==> src/include/snake_defines.svh <==
//******************************
// Game constants for the snake core. Field size, start positions,
// body capacity and score wrap. Include it in any module that needs them
//******************************
`ifndef SNAKE_DEFINES_SVH
`define SNAKE_DEFINES_SVH

// Field size in cells
`define GRID_COLS      124
`define GRID_ROWS      81

// State of a new game
`define START_HEAD_X   8
`define START_HEAD_Y   40
`define START_LENGTH   6      // Cells, head included
`define START_FRUIT_X  18
`define START_FRUIT_Y  50

`define BODY_SEGMENTS  15     // Max length is one more than this
`define SCORE_WRAP     99     // Last score before it returns to 0
`define EMPTY_COORD    127    // Parked position of an unused segment

`endif
==> src/hdl/snake_control_pkg.sv <==
//******************************
// Game sequencing types. FSM states and the score counter
//******************************
package snake_control_pkg;

    typedef enum logic [2:0] {
        st_restart   = 3'd0,    // Restores the start position
        st_idle      = 3'd1,
        st_wait      = 3'd2,    // Waiting for the next game tick
        st_moving    = 3'd3,
        st_move_done = 3'd4,
        st_eaten     = 3'd5,
        st_over      = 3'd6
    } game_state_t;

    typedef logic [6:0] score_t;    // 0 to 99

endpackage

==> src/hdl/snake_geometry_pkg.sv <==
//******************************
// Types for grid positions, snake length and heading
// Imported by the modules that move or measure the snake
//******************************
package snake_geometry_pkg;

    typedef logic [6:0] coord_t;    // One grid coordinate
    typedef logic [4:0] length_t;   // Cells, head included

    // Clockwise order, so a turn is a step of +1 or -1
    typedef enum logic [1:0] {
        head_up    = 2'd0,
        head_right = 2'd1,
        head_down  = 2'd2,
        head_left  = 2'd3
    } heading_t;

endpackage

==> src/hdl/snake_game_top.sv <==
//******************************
// Snake game core top level. Buttons and game_tik in, head, fruit,
// score and status out. The body is a chain of segment cells
//******************************
`timescale 1ns/1ps
`include "snake_defines.svh"

module snake_game_top
    import snake_geometry_pkg::*, snake_control_pkg::*;
(
    input  logic     clock_25,
    input  logic     reset,
    input  logic     right_btn,
    input  logic     left_btn,
    input  logic     game_tik,
    input  coord_t   fruit_next_x,
    input  coord_t   fruit_next_y,
    output logic     start,
    output logic     game_over,
    output coord_t   head_x,
    output coord_t   head_y,
    output coord_t   fruit_x,
    output coord_t   fruit_y,
    output score_t   score,
    output length_t  snake_length,
    output heading_t heading
);

    logic any_press, turn_cw, turn_ccw, running;
    logic move_en, grow_en, restart;
    logic wall_hit, self_hit, fruit_eaten;
    logic [`BODY_SEGMENTS-1:0] seg_hits;
    coord_t seg_x [`BODY_SEGMENTS];
    coord_t seg_y [`BODY_SEGMENTS];

    button_input u_buttons (
        .clock_25(clock_25), .reset(reset),
        .right_btn(right_btn), .left_btn(left_btn),
        .move_en(move_en), .restart(restart), .running(running),
        .any_press(any_press), .turn_cw(turn_cw), .turn_ccw(turn_ccw)
    );

    game_fsm u_fsm (
        .clock_25(clock_25), .reset(reset),
        .any_press(any_press), .game_tik(game_tik),
        .wall_hit(wall_hit), .self_hit(self_hit), .fruit_eaten(fruit_eaten),
        .move_en(move_en), .grow_en(grow_en), .restart(restart),
        .start(start), .game_over(game_over), .running(running)
    );

    head_mover u_head (
        .clock_25(clock_25), .reset(reset),
        .move_en(move_en), .restart(restart),
        .turn_cw(turn_cw), .turn_ccw(turn_ccw),
        .head_x(head_x), .head_y(head_y), .heading(heading), .wall_hit(wall_hit)
    );

    for (genvar i = 0; i < `BODY_SEGMENTS; i++) begin : g_body
        coord_t prev_x;
        coord_t prev_y;
        if (i == 0) begin : g_first
            assign prev_x = head_x;      // First cell follows the head
            assign prev_y = head_y;
        end else begin : g_chain
            assign prev_x = seg_x[i-1];
            assign prev_y = seg_y[i-1];
        end

        body_segment #(.SEGMENT_INDEX(i)) u_segment (
            .clock_25(clock_25), .reset(reset),
            .move_en(move_en), .restart(restart),
            .prev_x(prev_x), .prev_y(prev_y),
            .head_x(head_x), .head_y(head_y), .snake_length(snake_length),
            .seg_x(seg_x[i]), .seg_y(seg_y[i]), .hit(seg_hits[i])
        );
    end

    playfield_status u_status (
        .clock_25(clock_25), .reset(reset),
        .grow_en(grow_en), .restart(restart),
        .head_x(head_x), .head_y(head_y),
        .fruit_next_x(fruit_next_x), .fruit_next_y(fruit_next_y),
        .seg_hits(seg_hits), .self_hit(self_hit), .fruit_eaten(fruit_eaten),
        .fruit_x(fruit_x), .fruit_y(fruit_y),
        .score(score), .snake_length(snake_length)
    );

endmodule

==> src/hdl/playfield_status.sv <==
//******************************
// Fruit, score and length. Detects eating and self collision
// and updates the counters after each fruit
//******************************
`timescale 1ns/1ps
`include "snake_defines.svh"

module playfield_status
    import snake_geometry_pkg::*, snake_control_pkg::*;
(
    input  logic                      clock_25,
    input  logic                      reset,
    input  logic                      grow_en,
    input  logic                      restart,
    input  coord_t                    head_x,
    input  coord_t                    head_y,
    input  coord_t                    fruit_next_x,
    input  coord_t                    fruit_next_y,
    input  logic [`BODY_SEGMENTS-1:0] seg_hits,
    output logic                      self_hit,
    output logic                      fruit_eaten,
    output coord_t                    fruit_x,
    output coord_t                    fruit_y,
    output score_t                    score,
    output length_t                   snake_length
);

    localparam length_t MAX_LENGTH   = length_t'(`BODY_SEGMENTS + 1);
    localparam length_t START_LENGTH = length_t'(`START_LENGTH);
    localparam score_t  LAST_SCORE   = score_t'(`SCORE_WRAP);
    localparam coord_t  FRUIT_X      = coord_t'(`START_FRUIT_X);
    localparam coord_t  FRUIT_Y      = coord_t'(`START_FRUIT_Y);

    assign fruit_eaten = (head_x == fruit_x) && (head_y == fruit_y);
    assign self_hit    = |seg_hits;      // Any active segment under the head

    always_ff @(posedge clock_25 or negedge reset) begin
        if (!reset) begin
            fruit_x      <= FRUIT_X;
            fruit_y      <= FRUIT_Y;
            score        <= '0;
            snake_length <= START_LENGTH;
        end else if (restart) begin
            fruit_x      <= FRUIT_X;
            fruit_y      <= FRUIT_Y;
            score        <= '0;
            snake_length <= START_LENGTH;
        end else if (grow_en) begin
            fruit_x <= fruit_next_x;     // New fruit from outside
            fruit_y <= fruit_next_y;
            if (score == LAST_SCORE)
                score <= '0;
            else
                score <= score + 1'b1;
            if (snake_length != MAX_LENGTH)
                snake_length <= snake_length + 1'b1;
        end
    end

endmodule

==> src/hdl/body_segment.sv <==
//******************************
// One body cell of the shift chain. Follows its predecessor on a
// move and reports when the head sits on it
//******************************
`timescale 1ns/1ps
`include "snake_defines.svh"

module body_segment
    import snake_geometry_pkg::*;
#(
    parameter int SEGMENT_INDEX = 0
) (
    input  logic    clock_25,
    input  logic    reset,
    input  logic    move_en,
    input  logic    restart,
    input  coord_t  prev_x,
    input  coord_t  prev_y,
    input  coord_t  head_x,
    input  coord_t  head_y,
    input  length_t snake_length,
    output coord_t  seg_x,
    output coord_t  seg_y,
    output logic    hit
);

    // Start body trails the head to the left, the rest is parked
    localparam bit      IN_START_BODY = (SEGMENT_INDEX < `START_LENGTH - 1);
    localparam coord_t  INIT_X = IN_START_BODY ? coord_t'(`START_HEAD_X - SEGMENT_INDEX - 1)
                                               : coord_t'(`EMPTY_COORD);
    localparam coord_t  INIT_Y = IN_START_BODY ? coord_t'(`START_HEAD_Y)
                                               : coord_t'(`EMPTY_COORD);
    localparam length_t ACTIVE_FROM = length_t'(SEGMENT_INDEX + 1);

    logic active;

    assign active = (snake_length > ACTIVE_FROM);    // Index below length - 1
    assign hit    = active && (seg_x == head_x) && (seg_y == head_y);

    always_ff @(posedge clock_25 or negedge reset) begin
        if (!reset) begin
            seg_x <= INIT_X;
            seg_y <= INIT_Y;
        end else if (restart) begin
            seg_x <= INIT_X;
            seg_y <= INIT_Y;
        end else if (move_en && active) begin
            seg_x <= prev_x;
            seg_y <= prev_y;
        end
    end

endmodule

==> src/hdl/head_mover.sv <==
//******************************
// Snake head. Applies the queued turn, steps one cell per move
// and flags a step that would leave the field
//******************************
`timescale 1ns/1ps
`include "snake_defines.svh"

module head_mover
    import snake_geometry_pkg::*;
(
    input  logic     clock_25,
    input  logic     reset,
    input  logic     move_en,
    input  logic     restart,
    input  logic     turn_cw,
    input  logic     turn_ccw,
    output coord_t   head_x,
    output coord_t   head_y,
    output heading_t heading,
    output logic     wall_hit
);

    localparam coord_t LAST_COL = coord_t'(`GRID_COLS - 1);
    localparam coord_t LAST_ROW = coord_t'(`GRID_ROWS - 1);
    localparam coord_t START_X  = coord_t'(`START_HEAD_X);
    localparam coord_t START_Y  = coord_t'(`START_HEAD_Y);

    heading_t next_heading;
    coord_t   step_x;
    coord_t   step_y;
    logic     blocked;     // Step would cross the border

    always_comb begin
        next_heading = heading;
        if (turn_cw && !turn_ccw)
            next_heading = heading_t'(heading + 2'd1);   // Wraps left to up
        else if (turn_ccw && !turn_cw)
            next_heading = heading_t'(heading - 2'd1);

        step_x  = head_x;
        step_y  = head_y;
        blocked = 1'b0;
        case (next_heading)
            head_up:
                if (head_y == '0)
                    blocked = 1'b1;
                else
                    step_y = head_y - 1'b1;
            head_down:
                if (head_y == LAST_ROW)
                    blocked = 1'b1;
                else
                    step_y = head_y + 1'b1;
            head_left:
                if (head_x == '0)
                    blocked = 1'b1;
                else
                    step_x = head_x - 1'b1;
            default:
                if (head_x == LAST_COL)
                    blocked = 1'b1;
                else
                    step_x = head_x + 1'b1;
        endcase
    end

    always_ff @(posedge clock_25 or negedge reset) begin
        if (!reset) begin
            head_x   <= START_X;
            head_y   <= START_Y;
            heading  <= head_right;
            wall_hit <= 1'b0;
        end else if (restart) begin
            head_x   <= START_X;
            head_y   <= START_Y;
            heading  <= head_right;
            wall_hit <= 1'b0;
        end else if (move_en) begin
            heading  <= next_heading;
            head_x   <= step_x;      // Unchanged when blocked
            head_y   <= step_y;
            wall_hit <= blocked;
        end
    end

endmodule

==> src/hdl/game_fsm.sv <==
//******************************
// Game sequencer. Moore FSM that orders each move, the growth
// after a fruit and the restart after game over
//******************************
`timescale 1ns/1ps

module game_fsm
    import snake_control_pkg::*;
(
    input  logic clock_25,
    input  logic reset,
    input  logic any_press,
    input  logic game_tik,
    input  logic wall_hit,
    input  logic self_hit,
    input  logic fruit_eaten,
    output logic move_en,
    output logic grow_en,
    output logic restart,
    output logic start,
    output logic game_over,
    output logic running
);

    game_state_t state;
    game_state_t next_state;

    always_ff @(posedge clock_25 or negedge reset) begin
        if (!reset)
            state <= st_restart;
        else
            state <= next_state;
    end

    always_comb begin
        next_state = state;
        case (state)
            st_restart:   next_state = st_idle;
            st_idle:
                if (any_press)
                    next_state = st_wait;
            st_wait:
                if (game_tik)                    // Ticks elsewhere are ignored
                    next_state = st_moving;
            st_moving:    next_state = st_move_done;
            st_move_done:
                // Head and body have settled, check the outcome
                if (wall_hit || self_hit)
                    next_state = st_over;
                else if (fruit_eaten)
                    next_state = st_eaten;
                else
                    next_state = st_wait;
            st_eaten:     next_state = st_wait;
            st_over:
                if (any_press)
                    next_state = st_restart;
            default:      next_state = st_restart;
        endcase
    end

    // Strobes, one state each
    assign move_en   = (state == st_moving);
    assign grow_en   = (state == st_eaten);
    assign restart   = (state == st_restart);

    // Status levels
    assign game_over = (state == st_over);
    assign start     = (state == st_wait) || (state == st_moving) ||
                       (state == st_move_done) || (state == st_eaten);
    assign running   = start;    // Turns are only queued in play

endmodule

==> src/hdl/button_input.sv <==
//******************************
// Turn buttons. Synchronises both buttons, makes one pulse per press
// and keeps the requested turn until the head has moved
//******************************
`timescale 1ns/1ps

module button_input (
    input  logic clock_25,
    input  logic reset,
    input  logic right_btn,
    input  logic left_btn,
    input  logic move_en,
    input  logic restart,
    input  logic running,
    output logic any_press,
    output logic turn_cw,
    output logic turn_ccw
);

    logic [1:0] right_shifter;
    logic [1:0] left_shifter;
    logic       right_edge;     // One-cycle press pulses
    logic       left_edge;
    logic       right_edge_d;   // Same pulses a cycle later
    logic       left_edge_d;

    always_ff @(posedge clock_25 or negedge reset) begin
        if (!reset) begin
            right_shifter <= 2'b00;
            left_shifter  <= 2'b00;
            right_edge    <= 1'b0;
            left_edge     <= 1'b0;
            right_edge_d  <= 1'b0;
            left_edge_d   <= 1'b0;
        end else begin
            right_shifter <= {right_shifter[0], right_btn};
            left_shifter  <= {left_shifter[0], left_btn};
            right_edge    <= right_shifter[0] & ~right_shifter[1];   // Rising edge only
            left_edge     <= left_shifter[0] & ~left_shifter[1];
            right_edge_d  <= right_edge;
            left_edge_d   <= left_edge;
        end
    end

    assign any_press = right_edge | left_edge;

    // The delayed pulse lets the press that leaves idle queue its turn too
    always_ff @(posedge clock_25 or negedge reset) begin
        if (!reset) begin
            turn_cw  <= 1'b0;
            turn_ccw <= 1'b0;
        end else if (restart) begin
            turn_cw  <= 1'b0;
            turn_ccw <= 1'b0;
        end else if (running && (right_edge_d || left_edge_d)) begin
            turn_cw  <= right_edge_d & ~left_edge_d;   // Both together cancel
            turn_ccw <= left_edge_d & ~right_edge_d;
        end else if (move_en) begin
            turn_cw  <= 1'b0;                          // Used by this move
            turn_ccw <= 1'b0;
        end
    end

endmodule

==> config.mk <==
export PLATFORM = sky130hd
export DESIGN_NAME = snake_game_top
export DESIGN_NICKNAME = d
export VERILOG_FILES = /design/src/hdl/snake_control_pkg.sv /design/src/hdl/snake_geometry_pkg.sv /design/src/hdl/snake_game_top.sv /design/src/hdl/playfield_status.sv /design/src/hdl/body_segment.sv /design/src/hdl/head_mover.sv /design/src/hdl/game_fsm.sv /design/src/hdl/button_input.sv
export VERILOG_INCLUDE_DIRS = /design/src /design/src/include
export SDC_FILE = /design/constraint.sdc
export NUM_CORES = 1
export LEC_CHECK = 0
export ABC_AREA = 1
export BUFFER_PORTS_ARGS = -buffer_cell sky130_fd_sc_hd__clkbuf_2
export CAP_MARGIN = 10
export CORE_MARGIN = 3
export CORE_UTILIZATION = 30
export CTS_BUF_LIST = sky130_fd_sc_hd__clkbuf_2 sky130_fd_sc_hd__clkbuf_4 sky130_fd_sc_hd__clkbuf_8
export DETAILED_ROUTE_END_ITERATION = 10
export MAX_ROUTING_LAYER = met4
export PLACE_DENSITY = 0.56
export SYNTH_ARGS = -nofsm -noshare
export SYNTH_HDL_FRONTEND = slang
export SYNTH_SLANG_ARGS = --single-unit
==> constraint.sdc <==
create_clock -name clock_25 -period 4.5 [get_ports clock_25]
set_input_delay 0.9 -clock clock_25 [delete_from_list [all_inputs] [get_ports clock_25]]
set_output_delay 0.9 -clock clock_25 [all_outputs]
set_load 0.005 [all_outputs]
# Word-level counts from Yosys, hierarchy flattened
# Index checks and enable logic that the tools add are counted.
[word_totals] word_cells=319 register_bits=266 output_inout_bits=44 in_bits=19
[classes] addsub=8 eq_ne=52 reduce_logical=86 n_bitwise=9 magnitude_cmp=15 muxes=102
[ops] op="7-bit two-way mux" n=75
[ops] op="7-bit equality test" n=32
[ops] op="1-bit logical AND" n=49
[ops] op="5-bit by 4-bit > comparator with 1-bit output, second input constant" n=8
[ops] op="2-bit nonzero test" n=18
[ops] op="7-bit one-hot mux with 2 select lines" n=2
[ops] op="7-bit by 1-bit adder with 7-bit output, second input constant" n=3
[ops] op="7-bit equality test, second input constant" n=3
[ops] op="3-bit one-hot mux with 7 select lines" n=1
[ops] op="5-bit by 3-bit > comparator with 1-bit output, second input constant" n=4
[ops] op="3-bit two-way mux" n=5
[ops] op="5-bit two-way mux" n=3
[ops] op="15-bit OR reduction" n=1
[ops] op="7-bit zero test" n=2
[ops] op="7-bit by 1-bit subtractor with 7-bit output, second input constant" n=2
[ops] op="3-bit by 2-bit inequality test with 1-bit output, second input constant" n=4
[ops] op="1-bit two-way mux" n=11
[ops] op="5-bit by 2-bit > comparator with 1-bit output, second input constant" n=2
[ops] op="3-bit equality test, second input constant" n=3
[ops] op="2-bit two-way mux" n=4
[ops] op="4-bit AND reduction" n=2
[ops] op="3-bit by 2-bit equality test with 1-bit output, second input constant" n=2
[ops] op="3-bit nonzero test" n=2
[ops] op="5-bit by 1-bit adder with 5-bit output, second input constant" n=1
[ops] op="19 further kinds" n=33

# Longest topological paths before layout
# Gate-level depths: netlist of the first run.
[depth] depth_word=9 ltp_mapped=19 ltp_nobuf=19

# Cells and area by module
# A second synthesis of the first run with hierarchy kept.
[unflattened] cells_unflattened=2237 hier_area_um2=16577.1
[modules_own_cells] module="head_mover" cells_per_inst=201 area_each_um2=1497.7 instances=1
[modules_own_cells] module="playfield_status" cells_per_inst=172 area_each_um2=1472.7 instances=1
[modules_own_cells] module="body_segment at g_body[7].u_segment" cells_per_inst=139 area_each_um2=963.4 instances=1
[modules_own_cells] module="body_segment at g_body[8].u_segment" cells_per_inst=123 area_each_um2=908.4 instances=1
[modules_own_cells] module="body_segment at g_body[11].u_segment" cells_per_inst=121 area_each_um2=893.4 instances=1
[modules_own_cells] module="body_segment at g_body[9].u_segment" cells_per_inst=132 area_each_um2=883.3 instances=1
[modules_own_cells] module="body_segment at g_body[13].u_segment" cells_per_inst=117 area_each_um2=882.1 instances=1
[modules_own_cells] module="body_segment at g_body[5].u_segment" cells_per_inst=126 area_each_um2=875.8 instances=1
[modules_own_cells] module="body_segment at g_body[1].u_segment" cells_per_inst=112 area_each_um2=872.1 instances=1
[modules_own_cells] module="body_segment at g_body[14].u_segment" cells_per_inst=129 area_each_um2=869.6 instances=1
[modules_own_cells] module="body_segment at g_body[2].u_segment" cells_per_inst=110 area_each_um2=868.3 instances=1
[modules_own_cells] module="body_segment at g_body[12].u_segment" cells_per_inst=125 area_each_um2=865.8 instances=1
[modules_own_cells] module="body_segment at g_body[0].u_segment" cells_per_inst=110 area_each_um2=850.8 instances=1
[modules_own_cells] module="body_segment at g_body[3].u_segment" cells_per_inst=117 area_each_um2=845.8 instances=1
[modules_own_cells] module="5 more rows"

# Worst setup path after synthesis of the first run
# No wires, ideal clock.
[synth_path] path_kind="register to register" from="register u_head.heading[0]" to="register u_head.head_x[6]" arrival_ns=2.149 path_buffers=0 path_stages_with_launch=14 slack_ns=2.223 setup_ns=0.128 path_cell_list="dfstp_2 -> inv_2 -> o211ai_1 -> nand2_2 -> nand2_1 -> inv_1 -> ha_1 -> a21oi_1 -> nand2_1 -> nand2_1 -> nand2_1 -> a21oi_1 -> xor2_1 -> o22ai_1"
[synth_between] elab_chain_len=8
[synth_lines] element="start, declared" line_no="head_mover.sv:19" text="output heading_t heading,"
[synth_lines] element="start signal, assigned" line_no="head_mover.sv:71" text="heading <= head_right;"
[synth_lines] element="start signal, assigned" line_no="head_mover.sv:76" text="heading <= head_right;"
[synth_lines] element="start signal, assigned" line_no="head_mover.sv:79" text="heading <= next_heading;"
[synth_lines] element="2-bit by 1-bit subtractor with 2-bit output" line_no="head_mover.sv:38" text="next_heading = heading_t'(heading - 2'd1);"
[synth_lines] element="2-bit two-way mux" line_no="head_mover.sv:37" text="else if (turn_ccw && !turn_cw)"
[synth_lines] element="2-bit two-way mux (*)" line_no="head_mover.sv:35" text="if (turn_cw && !turn_ccw)"
[synth_lines] element="2-bit equality test or 2-bit zero test (tied branches)" line_no="head_mover.sv:43" text="case (next_heading)"
[synth_lines] element="2-bit OR reduction (no line)"
[synth_lines] element="7-bit one-hot mux with 2 select lines" line_no="head_mover.sv:43"
[synth_lines] element="7-bit two-way mux" line_no="head_mover.sv:78" text="end else if (move_en) begin"
[synth_lines] element="7-bit two-way mux" line_no="head_mover.sv:73" text="end else if (restart) begin"
[synth_lines] element="end signal, assigned" line_no="head_mover.sv:80" text="head_x <= step_x;"
[synth_lines] element="end, declared" line_no="head_mover.sv:17" text="output coord_t head_x,"
# Mark *: on every way between the ends. The rest lies on a longest branch, timed or not. The select of a mux whose other input is x is not followed.
# A chain may end at the register's enable or synchronous reset.

# Worst setup path after layout of the first run
[layout_path] from="register u_fsm.state[0]" to="output port start"
[layout_between] elab_chain_len=4
[layout_lines] element="start, declared" line_no="game_fsm.sv:25" text="game_state_t state;"
[layout_lines] element="start signal, assigned" line_no="game_fsm.sv:30" text="state <= st_restart;"
[layout_lines] element="start signal, assigned" line_no="game_fsm.sv:32" text="state <= next_state;"
[layout_lines] element="3-bit by 2-bit equality test with 1-bit output" line_no="game_fsm.sv:69" text="assign start = (state == st_wait) || (state == st_moving) ||"
[layout_lines] element="1-bit logical OR (2 in series)" line_no="game_fsm.sv:69"
[layout_lines] element="1-bit logical OR (*)" line_no="game_fsm.sv:70" text="(state == st_move_done) || (state == st_eaten);"
[layout_lines] element="end, declared" line_no="snake_game_top.sv:18" text="output logic start,"
# Mark *: on every way between the ends. The rest lies on a longest branch, timed or not.

==> results of run 1 <==
-- worst max-delay path: stages, from the launching register on --
cell and delay, ns:
dfrtp_1 0.39, inv_1 0.10, nor2_1 0.22, inv_1 0.13
nor2_4 0.40, inv_2 0.20, nand2_1 0.17, clkbuf_2 0.13
-- state kept, by name, summed over array words and instances (netlist names) --
| name | count |
|---|---|
| u_head.head_x | 7 |
| u_status.score | 7 |
| u_status.snake_length | 5 |
| g_body.u_segment.seg_x | 105 |
| u_buttons.left_edge | 1 |
| u_buttons.turn_ccw | 1 |
| u_buttons.right_edge | 1 |
| u_head.wall_hit | 1 |
| u_fsm.state | 3 |
| u_status.fruit_y | 7 |
| g_body.u_segment.seg_y | 105 |
| u_status.fruit_x | 7 |
| u_buttons.turn_cw | 1 |
| u_buttons.right_edge_d | 1 |
| u_head.head_y | 7 |
| u_buttons.left_edge_d | 1 |
| u_buttons.right_shifter | 2 |
| u_buttons.left_shifter | 2 |
| u_head.heading | 2 |
-- kinds of logic after synthesis --
| kind of cell | synth area share, % |
|---|---|
| AOI/OAI and AO/OA | 14.96 |
| xor gates and xnor gates | 4.772 |
| adders and majority gates | 1.561 |
| buffers and inverters | 10.42 |
| DFF | 44.64 |
| and+or+nand+nor | 23.64 |
-- cell type report --
type,count,area share [%]
Clock buffer,79,5.781
Clock inverter,10,0.3224
Inverter,235,5.202
Multi-Input combinational cell,1391,40.49
Sequential cell,266,40.23
Tap cell,672,4.923
Timing Repair Buffer,87,3.048
-- per-layer routing --
layer	vias to the layer above	global-route usage, %	part of all wire (%)
met4	0	5.889	3.1
met3	118	3.599	7.3
met2	452	29.40	45
li1	6502	-	-
met1	6684	25.69	45
met5	-	-	0
-- metrics by stage --
stage,instance area (um2),power (mW)
6_report,17080,12.76
5_1_grt,17080,13.77
4_1_cts,17080,12.78
3_5_place_dp,16040,10.27
3_3_place_gp,16040,10.18
2_1_floorplan,15390,8.616
-- layout by cell type (no fill, tap or decap), types with 12 or more instances in the layout --
master,count
xnor2_1,42
o21ai_1,28
clkbuf_2,61
nor2_1,226
a31oi_1,35
o21ai_0,228
a21oi_1,53
nand4_1,19
a22oi_1,13
clkbuf_4,16
inv_2,18
nand2_2,16
buf_4,24
inv_1,214
o22ai_1,12
ha_1,16
xor2_1,40
clkbuf_8,63
nand2_1,483
dfrtp_1,95
nor3_1,37
dfstp_2,171
nand3_1,74
-- worst paths after layout --
| check | startpoint | endpoint | slack (ns) | cells past startpoint |
|---|---|---|---|---|
| max | u_fsm.state[0] | start | 1.28 | 7 |
| min | u_buttons.left_edge | u_buttons.left_edge_d | 0.37 | 0 |
| max reg2reg | u_fsm.state[1] | g_body[4].u_segment.seg_x[2] | 1.57 | 9 |
| min reg2reg | u_buttons.left_edge | u_buttons.left_edge_d | 0.37 | 0 |
| max in group asynchronous | reset | g_body[8].u_segment.seg_y[6] | 3.04 | 2 |
| min in group asynchronous | reset | u_fsm.state[2] | 0.45 | 1 |
-- power groups by stage --
stage	logic (mW)	registers, mW	clock network [mW]
floorplan	4.51	4.11	0
global placement	5.74	4.43	0
detailed placement	5.83	4.44	0
CTS	5.86	4.41	2.51
global route	6.63	4.53	2.61
finish	5.88	4.42	2.46
==> impl_results.html, run 1 <==
<table>
<tr><th>Metric</th><th>Value</th></tr>
<tr><th colspan="2">Outcome</th></tr>
<tr><td>Result of the run</td><td>completed</td></tr>
<tr><th colspan="2">Critical path</th></tr>
<tr><td>Critical Path Fanout Max</td><td>15</td></tr>
<tr><td>Setup Crit Path Kind</td><td>register to primary output</td></tr>
<tr><td>Required @ worst endpoint</td><td>3.60 ns</td></tr>
<tr><td>Endpoint class of the critical path</td><td>primary output</td></tr>
<tr><td>Worst endpoint data arrival time</td><td>2.32 ns</td></tr>
<tr><td>Element type at the critical path start</td><td>register</td></tr>
<tr><th colspan="2">Placement</th></tr>
<tr><td>Placed cell count</td><td>2651</td></tr>
<tr><td>Routability congestion estimate</td><td>0.8714</td></tr>
<tr><td>HPWL after DPL</td><td>33.20 mm</td></tr>
<tr><td>Setup slack at placement</td><td>1.655 ns</td></tr>
<tr><td>Count of port buffers added during placement</td><td>62</td></tr>
<tr><th colspan="2">Global route</th></tr>
<tr><td>Via count of the first global-routing pass</td><td>13510</td></tr>
<tr><td>Pin count of the biggest net entering global routing</td><td>116</td></tr>
<tr><td>Number of antenna violations at the first check in global routing</td><td>0</td></tr>
<tr><td>Wire length of the first global-routing pass</td><td>78.30 mm</td></tr>
<tr><td>Total gr overflow</td><td>0</td></tr>
<tr><td>Total global-route track usage</td><td>19.15%</td></tr>
<tr><th colspan="2">STA</th></tr>
<tr><td>Setup ws final</td><td>1.276 ns</td></tr>
<tr><td>Setup violators final</td><td>0</td></tr>
<tr><td>Slew margin rel.</td><td>38.16%</td></tr>
<tr><td>Final hold violations</td><td>0</td></tr>
<tr><td>Worst Hold Margin</td><td>0.3722 ns</td></tr>
<tr><td>Peak Freq</td><td>310.2 MHz</td></tr>
<tr><td>Final setup skew</td><td>0.02252 ns</td></tr>
<tr><td>Final setup TNS</td><td>0 ns</td></tr>
<tr><td>Tmin final</td><td>3.224 ns</td></tr>
<tr><td>RSZ-0062 raised after global routing</td><td>no</td></tr>
<tr><td>Slew Limit Fails</td><td>0</td></tr>
<tr><td>Share of the clock period used by the worst path after layout</td><td>71.64%</td></tr>
<tr><td>Worst Tran Pin Value</td><td>0.9277 ns</td></tr>
<tr><th colspan="2">Route</th></tr>
<tr><td>Vias after detailed routing</td><td>13760</td></tr>
<tr><td>DR vias/cell</td><td>5.020</td></tr>
<tr><td>Routed WL</td><td>50.36 mm</td></tr>
<tr><td>Detail-routed net length per standard cell</td><td>18.38 um</td></tr>
<tr><td>Count of TritonRoute iterations in the first routing pass</td><td>5</td></tr>
<tr><td>Number of nets still failing antenna checks after routing</td><td>0</td></tr>
<tr><td>DRC viols</td><td>0</td></tr>
<tr><td>Drt initial violations</td><td>1169</td></tr>
<tr><th colspan="2">CTS</th></tr>
<tr><td>Number of buffers added by the clock tree synthesis step</td><td>48</td></tr>
<tr><td>Hold-fix buffer count after cts</td><td>0</td></tr>
<tr><td>Clock tree from TritonCTS</td><td>built</td></tr>
<tr><td>Sinks on Clock Net</td><td>266</td></tr>
<tr><td>CTS Root Cell</td><td>clkbuf_8</td></tr>
<tr><td>Clock-pin slew on the worst setup and hold paths</td><td>0.06 ns</td></tr>
<tr><td>Post-CTS sizing</td><td>0</td></tr>
<tr><td>Worst-case clock buffer depth</td><td>3</td></tr>
<tr><td>Clk_lat worst skew</td><td>0.59 ns</td></tr>
<tr><td>Post-CTS setup buffers</td><td>0</td></tr>
<tr><td>CTS H-Tree Depth</td><td>2</td></tr>
<tr><th colspan="2">Synthesis</th></tr>
<tr><td>Synth cell count leaders</td><td>nand2_1, o21ai_0, nor2_1</td></tr>
<tr><td>Number of unique standard cell types used by synthesis</td><td>51</td></tr>
<tr><td>Post-Synthesis Net Count</td><td>2031</td></tr>
<tr><td>Cell area after synthesis</td><td>15390 um2</td></tr>
<tr><td>Cells after synthesis</td><td>1994</td></tr>
<tr><td>Post-synthesis sequential element count</td><td>266</td></tr>
<tr><td>Post-synthesis sequential area ratio</td><td>44.64%</td></tr>
<tr><td>Area share of the largest cell type after synthesis</td><td>29.20%</td></tr>
<tr><td>Largest area contributor in the netlist</td><td>dfstp_2</td></tr>
<tr><td>Count of flip-flops with a built-in enable after synthesis</td><td>0</td></tr>
<tr><td>Count of warnings emitted by yosys</td><td>0</td></tr>
<tr><td>Most frequently used flop master after synthesis</td><td>dfstp_2</td></tr>
<tr><td>Top post-synthesis cells by area</td><td>dfstp_2, dfrtp_1, nand2_1</td></tr>
<tr><td>Synth async-reset ratio</td><td>100.0%</td></tr>
<tr><td>Average cell area after synthesis</td><td>7.718 um2</td></tr>
<tr><td>Most used standard cell by instance count after synthesis</td><td>nand2_1</td></tr>
<tr><th colspan="2">Die</th></tr>
<tr><td>Core Region</td><td>50380 um2</td></tr>
<tr><td>Width of the die</td><td>232.5 um</td></tr>
<tr><td>Floorplan die area</td><td>54050 um2</td></tr>
<tr><td>Die height</td><td>232.5 um</td></tr>
<tr><td>Effective utilization at floorplan</td><td>30.55%</td></tr>
<tr><td>Core Rows</td><td>82</td></tr>
<tr><td>Number of I/O pins</td><td>63</td></tr>
<tr><th colspan="2">Cells and area</th></tr>
<tr><td>Area taken by multi-input logic gates</td><td>6915 um2</td></tr>
<tr><td>Synthesis-to-layout area growth</td><td>10.97%</td></tr>
<tr><td>Sequential cell area</td><td>6870 um2</td></tr>
<tr><td>Count of inserted antenna diode cells</td><td>0</td></tr>
<tr><td>Filler cell count in the final layout</td><td>5307</td></tr>
<tr><td>Final cell utilization of the core</td><td>33.90%</td></tr>
<tr><td>Ratio of cells with drive above 1 in the final layout</td><td>19.87%</td></tr>
<tr><td>Number of cells in the finished layout apart from fillers</td><td>2740</td></tr>
<tr><td>Nets</td><td>2066</td></tr>
<tr><th colspan="2">Worst hold path</th></tr>
<tr><td>Type of the tightest min-delay check</td><td>register to register</td></tr>
<tr><th colspan="2">Pwr</th></tr>
<tr><td>Peak ir drop on the vdd network</td><td>0.0002839 V</td></tr>
<tr><td>Static Leak</td><td>8.132 nW</td></tr>
<tr><td>Switching portion of total power</td><td>46.69%</td></tr>
<tr><td>Share of total power in combinational logic</td><td>46.1%</td></tr>
<tr><td>Net load switching power</td><td>5.959 mW</td></tr>
<tr><td>Cell Int Power</td><td>6.804 mW</td></tr>
<tr><td>Power per standard cell area</td><td>747.3 nW/um2</td></tr>
<tr><td>Share of total power in sequential cells</td><td>34.6%</td></tr>
<tr><td>Clock power frac</td><td>19.3%</td></tr>
<tr><th colspan="2">Flow run</th></tr>
<tr><td>Number of maximum-capacitance violations</td><td>0</td></tr>
</table>
(Power assumes the default switching activity.)
==> inputs of run 2 (changes only) <==
--- a/config.mk
+++ b/config.mk
@@ -14,7 +14,7 @@
 export CTS_BUF_LIST = sky130_fd_sc_hd__clkbuf_2 sky130_fd_sc_hd__clkbuf_4 sky130_fd_sc_hd__clkbuf_8
 export DETAILED_ROUTE_END_ITERATION = 10
 export MAX_ROUTING_LAYER = met4
-export PLACE_DENSITY = 0.56
+export PLACE_DENSITY = 0.57
 export SYNTH_ARGS = -nofsm -noshare
 export SYNTH_HDL_FRONTEND = slang
 export SYNTH_SLANG_ARGS = --single-unit
==> constraint.sdc (replaced) <==
create_clock -name clock_25 -period 2.8 [get_ports clock_25]
set_input_delay 0.56 -clock clock_25 [delete_from_list [all_inputs] [get_ports clock_25]]
set_output_delay 0.56 -clock clock_25 [all_outputs]
set_load 0.005 [all_outputs]
==> run 2 against run 1 <==
Against the previous run:
- cell count up 0.84%
- combinational power up 68%
- critical path depth up 10
- first-iteration DRC count down 15%
- routed wire length down 0.39%
- non-clock buffer count up 22
- sequential cell count unchanged
- critical endpoint is now u_head.head_y[6]
==> impl_results.html, run 2 (same netlist as run 1, synthesis figures left out) <==
<table>
<tr><th>Metric</th><th>Value</th></tr>
<tr><th colspan="2">Route</th></tr>
<tr><td>Count of TritonRoute iterations in the first routing pass</td><td>5 (unchanged)</td></tr>
<tr><td>Routed WL</td><td>50.16 mm (was 50.36 mm)</td></tr>
<tr><td>DR vias/cell</td><td>4.876 (was 5.020)</td></tr>
<tr><td>DRC viols</td><td>0 (unchanged)</td></tr>
<tr><td>Drt initial violations</td><td>988 (was 1169)</td></tr>
<tr><td>Number of nets still failing antenna checks after routing</td><td>0 (unchanged)</td></tr>
<tr><td>Detail-routed net length per standard cell</td><td>18.16 um (was 18.38 um)</td></tr>
<tr><td>Vias after detailed routing</td><td>13470 (was 13760)</td></tr>
<tr><th colspan="2">Pwr</th></tr>
<tr><td>Peak ir drop on the vdd network</td><td>0.0007847 V (was 0.0002839 V)</td></tr>
<tr><td>Share of total power in sequential cells</td><td>33.3% (was 34.6%)</td></tr>
<tr><td>Clock power frac</td><td>19.4% (was 19.3%)</td></tr>
<tr><td>Cell Int Power</td><td>11.27 mW (was 6.804 mW)</td></tr>
<tr><td>Switching portion of total power</td><td>45.92% (was 46.69%)</td></tr>
<tr><td>Net load switching power</td><td>9.571 mW (was 5.959 mW)</td></tr>
<tr><td>Total power consumption of the routed design</td><td>20.84 mW (was 12.76 mW)</td></tr>
<tr><td>Share of total power in combinational logic</td><td>47.3% (was 46.1%)</td></tr>
<tr><td>Power per standard cell area</td><td>1202 nW/um2 (was 747.3 nW/um2)</td></tr>
<tr><td>Static Leak</td><td>8.275 nW (was 8.132 nW)</td></tr>
<tr><th colspan="2">Placement</th></tr>
<tr><td>HPWL after DPL</td><td>32.96 mm (was 33.20 mm)</td></tr>
<tr><td>DP Area</td><td>16260 um2 (was 16040 um2)</td></tr>
<tr><td>Count of port buffers added during placement</td><td>62 (unchanged)</td></tr>
<tr><td>Routability congestion estimate</td><td>0.8877 (was 0.8714)</td></tr>
<tr><td>Placed cell count</td><td>2672 (was 2651)</td></tr>
<tr><th colspan="2">Cells and area</th></tr>
<tr><td>Design Area, Final</td><td>17340 um2 (was 17080 um2)</td></tr>
<tr><td>Nets</td><td>2089 (was 2066)</td></tr>
<tr><td>Count of inserted antenna diode cells</td><td>0 (unchanged)</td></tr>
<tr><td>Ratio of cells with drive above 1 in the final layout</td><td>20.76% (was 19.87%)</td></tr>
<tr><td>Largest registers in the final layout</td><td>g_body.u_segment.seg_x x105, g_body.u_segment.seg_y x105 (unchanged)</td></tr>
<tr><td>Number of cells in the finished layout apart from fillers</td><td>2763 (was 2740)</td></tr>
<tr><td>Synthesis-to-layout area growth</td><td>12.69% (was 10.97%)</td></tr>
<tr><td>Most common library cell in the layout ignoring fill and taps</td><td>nand2_1 (unchanged)</td></tr>
<tr><td>Leading cell types in the layout, fill and taps excluded</td><td>nand2_1, o21ai_0, nor2_1, inv_1, dfstp_2 (unchanged)</td></tr>
<tr><th colspan="2">Critical path</th></tr>
<tr><td>Combined buffer and inverter count along the critical path</td><td>4 (unchanged)</td></tr>
<tr><td>Worst endpoint data arrival time</td><td>3.01 ns (was 2.32 ns)</td></tr>
<tr><td>R2r startpoint</td><td>u_buttons.turn_ccw (was u_fsm.state[1])</td></tr>
<tr><td>Terminus of the critical flop-to-flop path</td><td>u_head.head_y[6] (was g_body[4].u_segment.seg_x[2])</td></tr>
<tr><td>CP delay by family, top</td><td>simple AND/OR/NAND/NOR gates (unchanged)</td></tr>
<tr><td>Destination of the critical timing path</td><td>u_head.head_y[6] (was start)</td></tr>
<tr><td>Critical Path Fanout Max</td><td>8 (was 15)</td></tr>
<tr><td>Max stage delay on crit path</td><td>0.40 ns (about the same)</td></tr>
<tr><td>Worst reg2reg setup slack</td><td>0.26 ns (was 1.57 ns)</td></tr>
<tr><td>Start point of the critical path</td><td>u_buttons.turn_ccw (was u_fsm.state[0])</td></tr>
<tr><td>Logic depth of the worst register-to-register path</td><td>17 (was 9)</td></tr>
<tr><td>Cells along the critical path</td><td>inv_1 -&gt; nand2_2 -&gt; nand2_2 -&gt; xor2_2 -&gt; inv_2 -&gt; nand2_2 -&gt; inv_1 -&gt; fa_1 -&gt; inv_1 -&gt; nand3_1 -&gt; nand3b_1 -&gt; nand2_1 -&gt; nand2_1 -&gt; a21o_1 -&gt; a21oi_1 -&gt; o21ai_0 -&gt; o21ai_0 (was inv_1 -&gt; nor2_1 -&gt; inv_1 -&gt; nor2_4 -&gt; inv_2 -&gt; nand2_1 -&gt; clkbuf_2)</td></tr>
<tr><td>Standard cell with the maximum stage delay on the critical path</td><td>dfrtp_1 (was nor2_4)</td></tr>
<tr><td>Endpoint class of the critical path</td><td>register (was primary output)</td></tr>
<tr><td>Setup Crit Path Kind</td><td>register to register (was register to primary output)</td></tr>
<tr><td>Required @ worst endpoint</td><td>3.26 ns (was 3.60 ns)</td></tr>
<tr><td>Element type at the critical path start</td><td>register (unchanged)</td></tr>
<tr><td>Critical path depth in cells</td><td>17 (was 7)</td></tr>
<tr><th colspan="2">Die</th></tr>
<tr><td>Effective utilization at floorplan</td><td>30.55% (unchanged)</td></tr>
<tr><td>Core Rows</td><td>82 (unchanged)</td></tr>
<tr><td>Die height</td><td>232.5 um (unchanged)</td></tr>
<tr><td>Number of I/O pins</td><td>63 (unchanged)</td></tr>
<tr><td>Floorplan die area</td><td>54050 um2 (unchanged)</td></tr>
<tr><td>Width of the die</td><td>232.5 um (unchanged)</td></tr>
<tr><td>Core Region</td><td>50380 um2 (unchanged)</td></tr>
<tr><th colspan="2">CTS</th></tr>
<tr><td>CTS H-Tree Depth</td><td>2 (unchanged)</td></tr>
<tr><td>Clock-pin slew on the worst setup and hold paths</td><td>0.06 ns (about the same)</td></tr>
<tr><td>Post-CTS setup buffers</td><td>0 (unchanged)</td></tr>
<tr><td>Clk_lat worst skew</td><td>0.60 ns (was 0.59 ns)</td></tr>
<tr><td>Sinks on Clock Net</td><td>266 (unchanged)</td></tr>
<tr><td>Worst-case clock buffer depth</td><td>3 (unchanged)</td></tr>
<tr><td>CTS Root Cell</td><td>clkbuf_8 (unchanged)</td></tr>
<tr><td>Clock tree from TritonCTS</td><td>built (unchanged)</td></tr>
<tr><td>Number of buffers added by the clock tree synthesis step</td><td>49 (was 48)</td></tr>
<tr><th colspan="2">STA</th></tr>
<tr><td>Final setup TNS</td><td>0 ns (unchanged)</td></tr>
<tr><td>Peak Freq</td><td>393.0 MHz</td></tr>
<tr><td>Tmin final</td><td>2.545 ns</td></tr>
<tr><td>RSZ-0062 raised after global routing</td><td>no (unchanged)</td></tr>
<tr><td>Setup violators final</td><td>0 (unchanged)</td></tr>
<tr><td>Final setup skew</td><td>0.02120 ns (was 0.02252 ns)</td></tr>
<tr><td>Share of the clock period used by the worst path after layout</td><td>90.88%</td></tr>
<tr><td>Final hold violations</td><td>0 (unchanged)</td></tr>
<tr><td>Slew Limit Fails</td><td>0 (unchanged)</td></tr>
<tr><td>Worst Hold Margin</td><td>0.09128 ns (was 0.3722 ns)</td></tr>
<tr><td>Worst Tran Pin Value</td><td>0.9084 ns (was 0.9277 ns)</td></tr>
<tr><td>Slew margin rel.</td><td>39.44% (was 38.16%)</td></tr>
<tr><th colspan="2">Global route</th></tr>
<tr><td>Wire length of the first global-routing pass</td><td>77.34 mm (was 78.30 mm)</td></tr>
<tr><td>Number of antenna violations at the first check in global routing</td><td>0 (unchanged)</td></tr>
<tr><td>Via count of the first global-routing pass</td><td>13070 (was 13510)</td></tr>
<tr><td>Total gr overflow</td><td>0 (unchanged)</td></tr>
<tr><td>Pin count of the biggest net entering global routing</td><td>168 (was 116)</td></tr>
<tr><td>Total global-route track usage</td><td>18.98% (was 19.15%)</td></tr>
<tr><th colspan="2">Outcome</th></tr>
<tr><td>Result of the run</td><td>completed (unchanged)</td></tr>
<tr><th colspan="2">Worst hold path</th></tr>
<tr><td>Startpoint of the lowest-slack hold path</td><td>left_btn (was u_buttons.left_edge)</td></tr>
<tr><td>Type of the tightest min-delay check</td><td>input pin to register (was register to register)</td></tr>
<tr><th colspan="2">Flow run</th></tr>
<tr><td>Number of maximum-capacitance violations</td><td>0 (unchanged)</td></tr>
</table>
## run 2: worst min path at each step
stage / end / slack (ns) / depth (start not counted)
after floorplan: g_body[0].u_segment.seg_x[3] / 0.26 / 0
after global placement: u_buttons.left_shifter[1] / 0.36 / 0
after detailed placement: u_buttons.left_shifter[1] / 0.37 / 0
after CTS: u_buttons.left_shifter[0] / 0.05 / 1
after global routing: u_buttons.left_shifter[0] / 0.05 / 1
final: u_buttons.left_shifter[0] / 0.09 / 1
## run 2: power groups by stage
stage	clock, mW	sequential [mW]	combinational [mW]
after floorplan	0	6.60	7.25
after global placement	0	6.94	9.69
after detailed placement	0	6.97	9.77
after CTS	4.15	6.93	9.82
after global routing	4.32	7.13	11.0
final	4.04	6.94	9.86
## run 2: metrics by stage
step	util (%)	worst slack, ns
floorplan	-	0.5234
global placement	32.27	0.3341
detailed placement	32.27	0.2889
CTS	34.43	0.2783
global route	34.43	0.03753
finish	34.43	0.2555
## run 2: per-layer routing
metal	GRT usage [%]	share of wire, %
met1	25.90	46
met2	28.51	45
met3	3.550	6.4
met4	6.024	2.8
met5	-	0
## run 2: repair_timing
action,in CTS,in global routing
hold buffers,1,0
setup endpoints to repair,0,1
hold endpoints to repair,35,0
gates resized for setup,0,1
## run 2: cell type report
cell class / instances / area (um2)
multi-input combinational: 1391 / 6915
sequential: 266 / 6870
timing repair buffer: 109 / 750.7
fill: 5316 / 33030
clock inverter: 3 / 17.52
clock buffer: 87 / 1060
inverter: 235 / 888.4
tap: 672 / 840.8
## run 2: worst reg2reg max path: stages (launching register included)
cell and delay, ns:
dfrtp_1 0.40, inv_1 0.10, nand2_2 0.08, nand2_2 0.08, xor2_2 0.28, inv_2 0.08, nand2_2 0.18, inv_1 0.08
fa_1 0.40, inv_1 0.07, nand3_1 0.07, nand3b_1 0.11, nand2_1 0.07, nand2_1 0.06, a21o_1 0.11, a21oi_1 0.06
o21ai_0 0.10, o21ai_0 0.08
==> inputs of run 3 (changes only) <==
--- a/config.mk
+++ b/config.mk
@@ -9,9 +9,9 @@
 export ABC_AREA = 1
 export BUFFER_PORTS_ARGS = -buffer_cell sky130_fd_sc_hd__clkbuf_2
 export CAP_MARGIN = 10
-export CORE_MARGIN = 3
 export CORE_UTILIZATION = 30
 export CTS_BUF_LIST = sky130_fd_sc_hd__clkbuf_2 sky130_fd_sc_hd__clkbuf_4 sky130_fd_sc_hd__clkbuf_8
+export CTS_CLUSTER_SIZE = 40
 export DETAILED_ROUTE_END_ITERATION = 10
 export MAX_ROUTING_LAYER = met4
 export PLACE_DENSITY = 0.57
==> run 3 against run 2 <==
Against the previous run:
- hold slack got worse by 0.020 ns
- cell count barely moved
- power fell by 0.15%
- global-route usage rose by 0.78 points
- first-iteration DRC count rose by 6.2%
- clock skew barely moved
- utilization fell by 0.089 points
- clock power fell by 3%
==> impl_results.html, run 3 (same netlist as run 1, synthesis figures left out) <==
<table>
<tr><th>Metric</th><th>Value</th></tr>
<tr><th colspan="2">Route</th></tr>
<tr><td>Count of TritonRoute iterations in the first routing pass</td><td>7 (was 5)</td></tr>
<tr><td>Number of nets still failing antenna checks after routing</td><td>0 (unchanged)</td></tr>
<tr><td>Detail-routed net length per standard cell</td><td>18.22 um (was 18.16 um)</td></tr>
<tr><td>DR vias/cell</td><td>4.951 (was 4.876)</td></tr>
<tr><td>Routed WL</td><td>50.39 mm (was 50.16 mm)</td></tr>
<tr><td>DRC viols</td><td>0 (unchanged)</td></tr>
<tr><td>Drt initial violations</td><td>1049 (was 988)</td></tr>
<tr><td>Vias after detailed routing</td><td>13690 (was 13470)</td></tr>
<tr><th colspan="2">CTS</th></tr>
<tr><td>CTS Root Cell</td><td>clkbuf_8 (unchanged)</td></tr>
<tr><td>Worst-case clock buffer depth</td><td>3 (unchanged)</td></tr>
<tr><td>Clk_lat worst skew</td><td>0.60 ns (about the same)</td></tr>
<tr><td>Sinks on Clock Net</td><td>266 (unchanged)</td></tr>
<tr><td>Clock tree from TritonCTS</td><td>built (unchanged)</td></tr>
<tr><td>Clock-pin slew on the worst setup and hold paths</td><td>0.07 ns (was 0.06 ns)</td></tr>
<tr><td>Number of buffers added by the clock tree synthesis step</td><td>49 (unchanged)</td></tr>
<tr><td>CTS H-Tree Depth</td><td>2 (unchanged)</td></tr>
<tr><td>Post-CTS setup buffers</td><td>0 (unchanged)</td></tr>
<tr><th colspan="2">Pwr</th></tr>
<tr><td>Peak ir drop on the vdd network</td><td>0.0005824 V (was 0.0007847 V)</td></tr>
<tr><td>Power per standard cell area</td><td>1203 nW/um2 (was 1202 nW/um2)</td></tr>
<tr><td>Static Leak</td><td>8.260 nW (was 8.275 nW)</td></tr>
<tr><th colspan="2">STA</th></tr>
<tr><td>Worst Hold Margin</td><td>0.07095 ns (was 0.09128 ns)</td></tr>
<tr><td>Final hold violations</td><td>0 (unchanged)</td></tr>
<tr><td>Final setup skew</td><td>0.02078 ns (was 0.02120 ns)</td></tr>
<tr><td>Slew Limit Fails</td><td>0 (unchanged)</td></tr>
<tr><td>Slew margin rel.</td><td>48.79% (was 39.44%)</td></tr>
<tr><td>Tmin final</td><td>2.596 ns (was 2.545 ns)</td></tr>
<tr><td>Share of the clock period used by the worst path after layout</td><td>92.70% (was 90.88%)</td></tr>
<tr><td>Final setup TNS</td><td>0 ns (unchanged)</td></tr>
<tr><td>Peak Freq</td><td>385.3 MHz (was 393.0 MHz)</td></tr>
<tr><td>RSZ-0062 raised after global routing</td><td>no (unchanged)</td></tr>
<tr><td>Setup violators final</td><td>0 (unchanged)</td></tr>
<tr><td>Worst Tran Pin Value</td><td>0.7682 ns (was 0.9084 ns)</td></tr>
<tr><td>Setup ws final</td><td>0.2043 ns (was 0.2555 ns)</td></tr>
<tr><th colspan="2">Cells and area</th></tr>
<tr><td>Design Area, Final</td><td>17300 um2 (was 17340 um2)</td></tr>
<tr><td>Ratio of cells with drive above 1 in the final layout</td><td>20.84% (was 20.76%)</td></tr>
<tr><td>Nets</td><td>2092 (was 2089)</td></tr>
<tr><td>Most common library cell in the layout ignoring fill and taps</td><td>nand2_1 (unchanged)</td></tr>
<tr><td>Number of cells in the finished layout apart from fillers</td><td>2765 (was 2763)</td></tr>
<tr><td>Leading cell types in the layout, fill and taps excluded</td><td>nand2_1, o21ai_0, nor2_1, inv_1, dfstp_2 (unchanged)</td></tr>
<tr><td>Largest registers in the final layout</td><td>g_body.u_segment.seg_x x105, g_body.u_segment.seg_y x105 (unchanged)</td></tr>
<tr><td>Synthesis-to-layout area growth</td><td>12.40% (was 12.69%)</td></tr>
<tr><th colspan="2">Global route</th></tr>
<tr><td>Pin count of the biggest net entering global routing</td><td>168 (unchanged)</td></tr>
<tr><td>Total gr overflow</td><td>0 (unchanged)</td></tr>
<tr><td>Number of antenna violations at the first check in global routing</td><td>0 (unchanged)</td></tr>
<tr><td>Via count of the first global-routing pass</td><td>13370 (was 13070)</td></tr>
<tr><td>Wire length of the first global-routing pass</td><td>78.50 mm (was 77.34 mm)</td></tr>
<tr><td>Total global-route track usage</td><td>19.76% (was 18.98%)</td></tr>
<tr><th colspan="2">Die</th></tr>
<tr><td>Width of the die</td><td>228.5 um (was 232.5 um)</td></tr>
<tr><td>Die height</td><td>228.5 um (was 232.5 um)</td></tr>
<tr><td>Floorplan die area</td><td>52210 um2 (was 54050 um2)</td></tr>
<tr><td>Core Region</td><td>50380 um2 (unchanged)</td></tr>
<tr><td>Core Rows</td><td>82 (unchanged)</td></tr>
<tr><td>Effective utilization at floorplan</td><td>30.55% (unchanged)</td></tr>
<tr><td>Number of I/O pins</td><td>63 (unchanged)</td></tr>
<tr><th colspan="2">Placement</th></tr>
<tr><td>Setup slack at placement</td><td>0.1175 ns (was 0.2889 ns)</td></tr>
<tr><td>Placed cell count</td><td>2675 (was 2672)</td></tr>
<tr><td>HPWL after DPL</td><td>33.91 mm (was 32.96 mm)</td></tr>
<tr><td>DP Area</td><td>16270 um2 (was 16260 um2)</td></tr>
<tr><td>Routability congestion estimate</td><td>0.8934 (was 0.8877)</td></tr>
<tr><td>Count of port buffers added during placement</td><td>62 (unchanged)</td></tr>
<tr><th colspan="2">Critical path</th></tr>
<tr><td>Destination of the critical timing path</td><td>u_head.head_y[6] (unchanged)</td></tr>
<tr><td>Start point of the critical path</td><td>u_head.heading[0] (was u_buttons.turn_ccw)</td></tr>
<tr><td>Critical Path Fanout Max</td><td>8 (unchanged)</td></tr>
<tr><td>Worst reg2reg setup slack</td><td>0.20 ns (was 0.26 ns)</td></tr>
<tr><td>Element type at the critical path start</td><td>register (unchanged)</td></tr>
<tr><td>Terminus of the critical flop-to-flop path</td><td>u_head.head_y[6] (unchanged)</td></tr>
<tr><td>Worst endpoint data arrival time</td><td>3.09 ns (was 3.01 ns)</td></tr>
<tr><td>Logic depth of the worst register-to-register path</td><td>15 (was 17)</td></tr>
<tr><td>R2r startpoint</td><td>u_head.heading[0] (was u_buttons.turn_ccw)</td></tr>
<tr><td>Setup Crit Path Kind</td><td>register to register (unchanged)</td></tr>
<tr><td>Endpoint class of the critical path</td><td>register (unchanged)</td></tr>
<tr><td>Required @ worst endpoint</td><td>3.29 ns (was 3.26 ns)</td></tr>
<tr><th colspan="2">Outcome</th></tr>
<tr><td>Result of the run</td><td>completed (unchanged)</td></tr>
<tr><th colspan="2">Worst hold path</th></tr>
<tr><td>Type of the tightest min-delay check</td><td>input pin to register (unchanged)</td></tr>
<tr><th colspan="2">Flow run</th></tr>
<tr><td>Number of maximum-capacitance violations</td><td>0 (unchanged)</td></tr>
</table>
## run 3: changes by cell type in the layout (fill, tap and decap cells not counted), moves of 2 or more
cell and delta:
buf_4 +4, clkinv_2 -2, clkbuf_8 -8, clkbuf_4 +8
## run 3: what timing repair did
item	in CTS	in global routing
endpoints found under the hold margin	15	0
endpoints found under the setup margin	0	3
hold buffers	1	0
resized for setup	0	2
## run 3: area by class of cell
cell class / instances / area [um2]
Sequential cell: 266 / 6870
Timing Repair Buffer: 112 / 760.7
Inverter: 235 / 888.4
Clock buffer: 87 / 1010
Antenna cell: 1 / 2.502
Multi-Input combinational cell: 1391 / 6918
Clock inverter: 1 / 7.507
Tap cell: 672 / 840.8
Fill cell: 5314 / 33080
## run 3: how the worst min path moves through the flow
| stage | startpoint | endpoint | slack, ns | cells past startpoint |
|---|---|---|---|---|
| 2_1_floorplan | reset | g_body[0].u_segment.seg_x[3] | 0.26 | 0 |
| 3_3_place_gp | u_buttons.left_edge | u_buttons.left_edge_d | 0.36 | 0 |
| 3_5_place_dp | u_buttons.left_edge | u_buttons.left_edge_d | 0.36 | 0 |
| 4_1_cts | right_btn | u_buttons.right_shifter[0] | 0.03 | 1 |
| 5_1_grt | right_btn | u_buttons.right_shifter[0] | 0.05 | 1 |
| 6_report | left_btn | u_buttons.left_shifter[0] | 0.07 | 1 |
## run 3: per-stage QoR
step	util [%]	power [mW]
after global placement	32.29	16.65
after floorplan	-	13.85
after detailed placement	32.29	16.80
after global routing	34.33	22.36
final	34.34	20.81
after CTS	34.33	20.82
## run 3: power by group
part           switching [mW]  internal [mW]
Combinational            6.76           3.16
Clock                    1.70           2.23
Sequential               1.18           5.78
## run 3: metal layers
layer	vias up	part of all wire [%]	routed length [um]	track usage [%]
li1	6550	-	-	-
met1	6646	46	23270	27.14
met2	407	45	22600	30.41
met3	86	6.9	3453	2.782
met4	0	2.1	1070	5.117
met5	-	0	0	-
## run 3: worst max-delay path, stage by stage, from the launching register on
cell and delay [ns]:
dfstp_2 0.57, inv_2 0.06, o211ai_1 0.22, nand2_2 0.14, nand2_2 0.21, inv_1 0.09, fa_1 0.41, inv_1 0.08
nand3_1 0.08, nand3b_1 0.14, nand2_1 0.08, nand2_1 0.06, a21o_1 0.11, a21oi_1 0.06, o21ai_0 0.10, o21ai_0 0.09
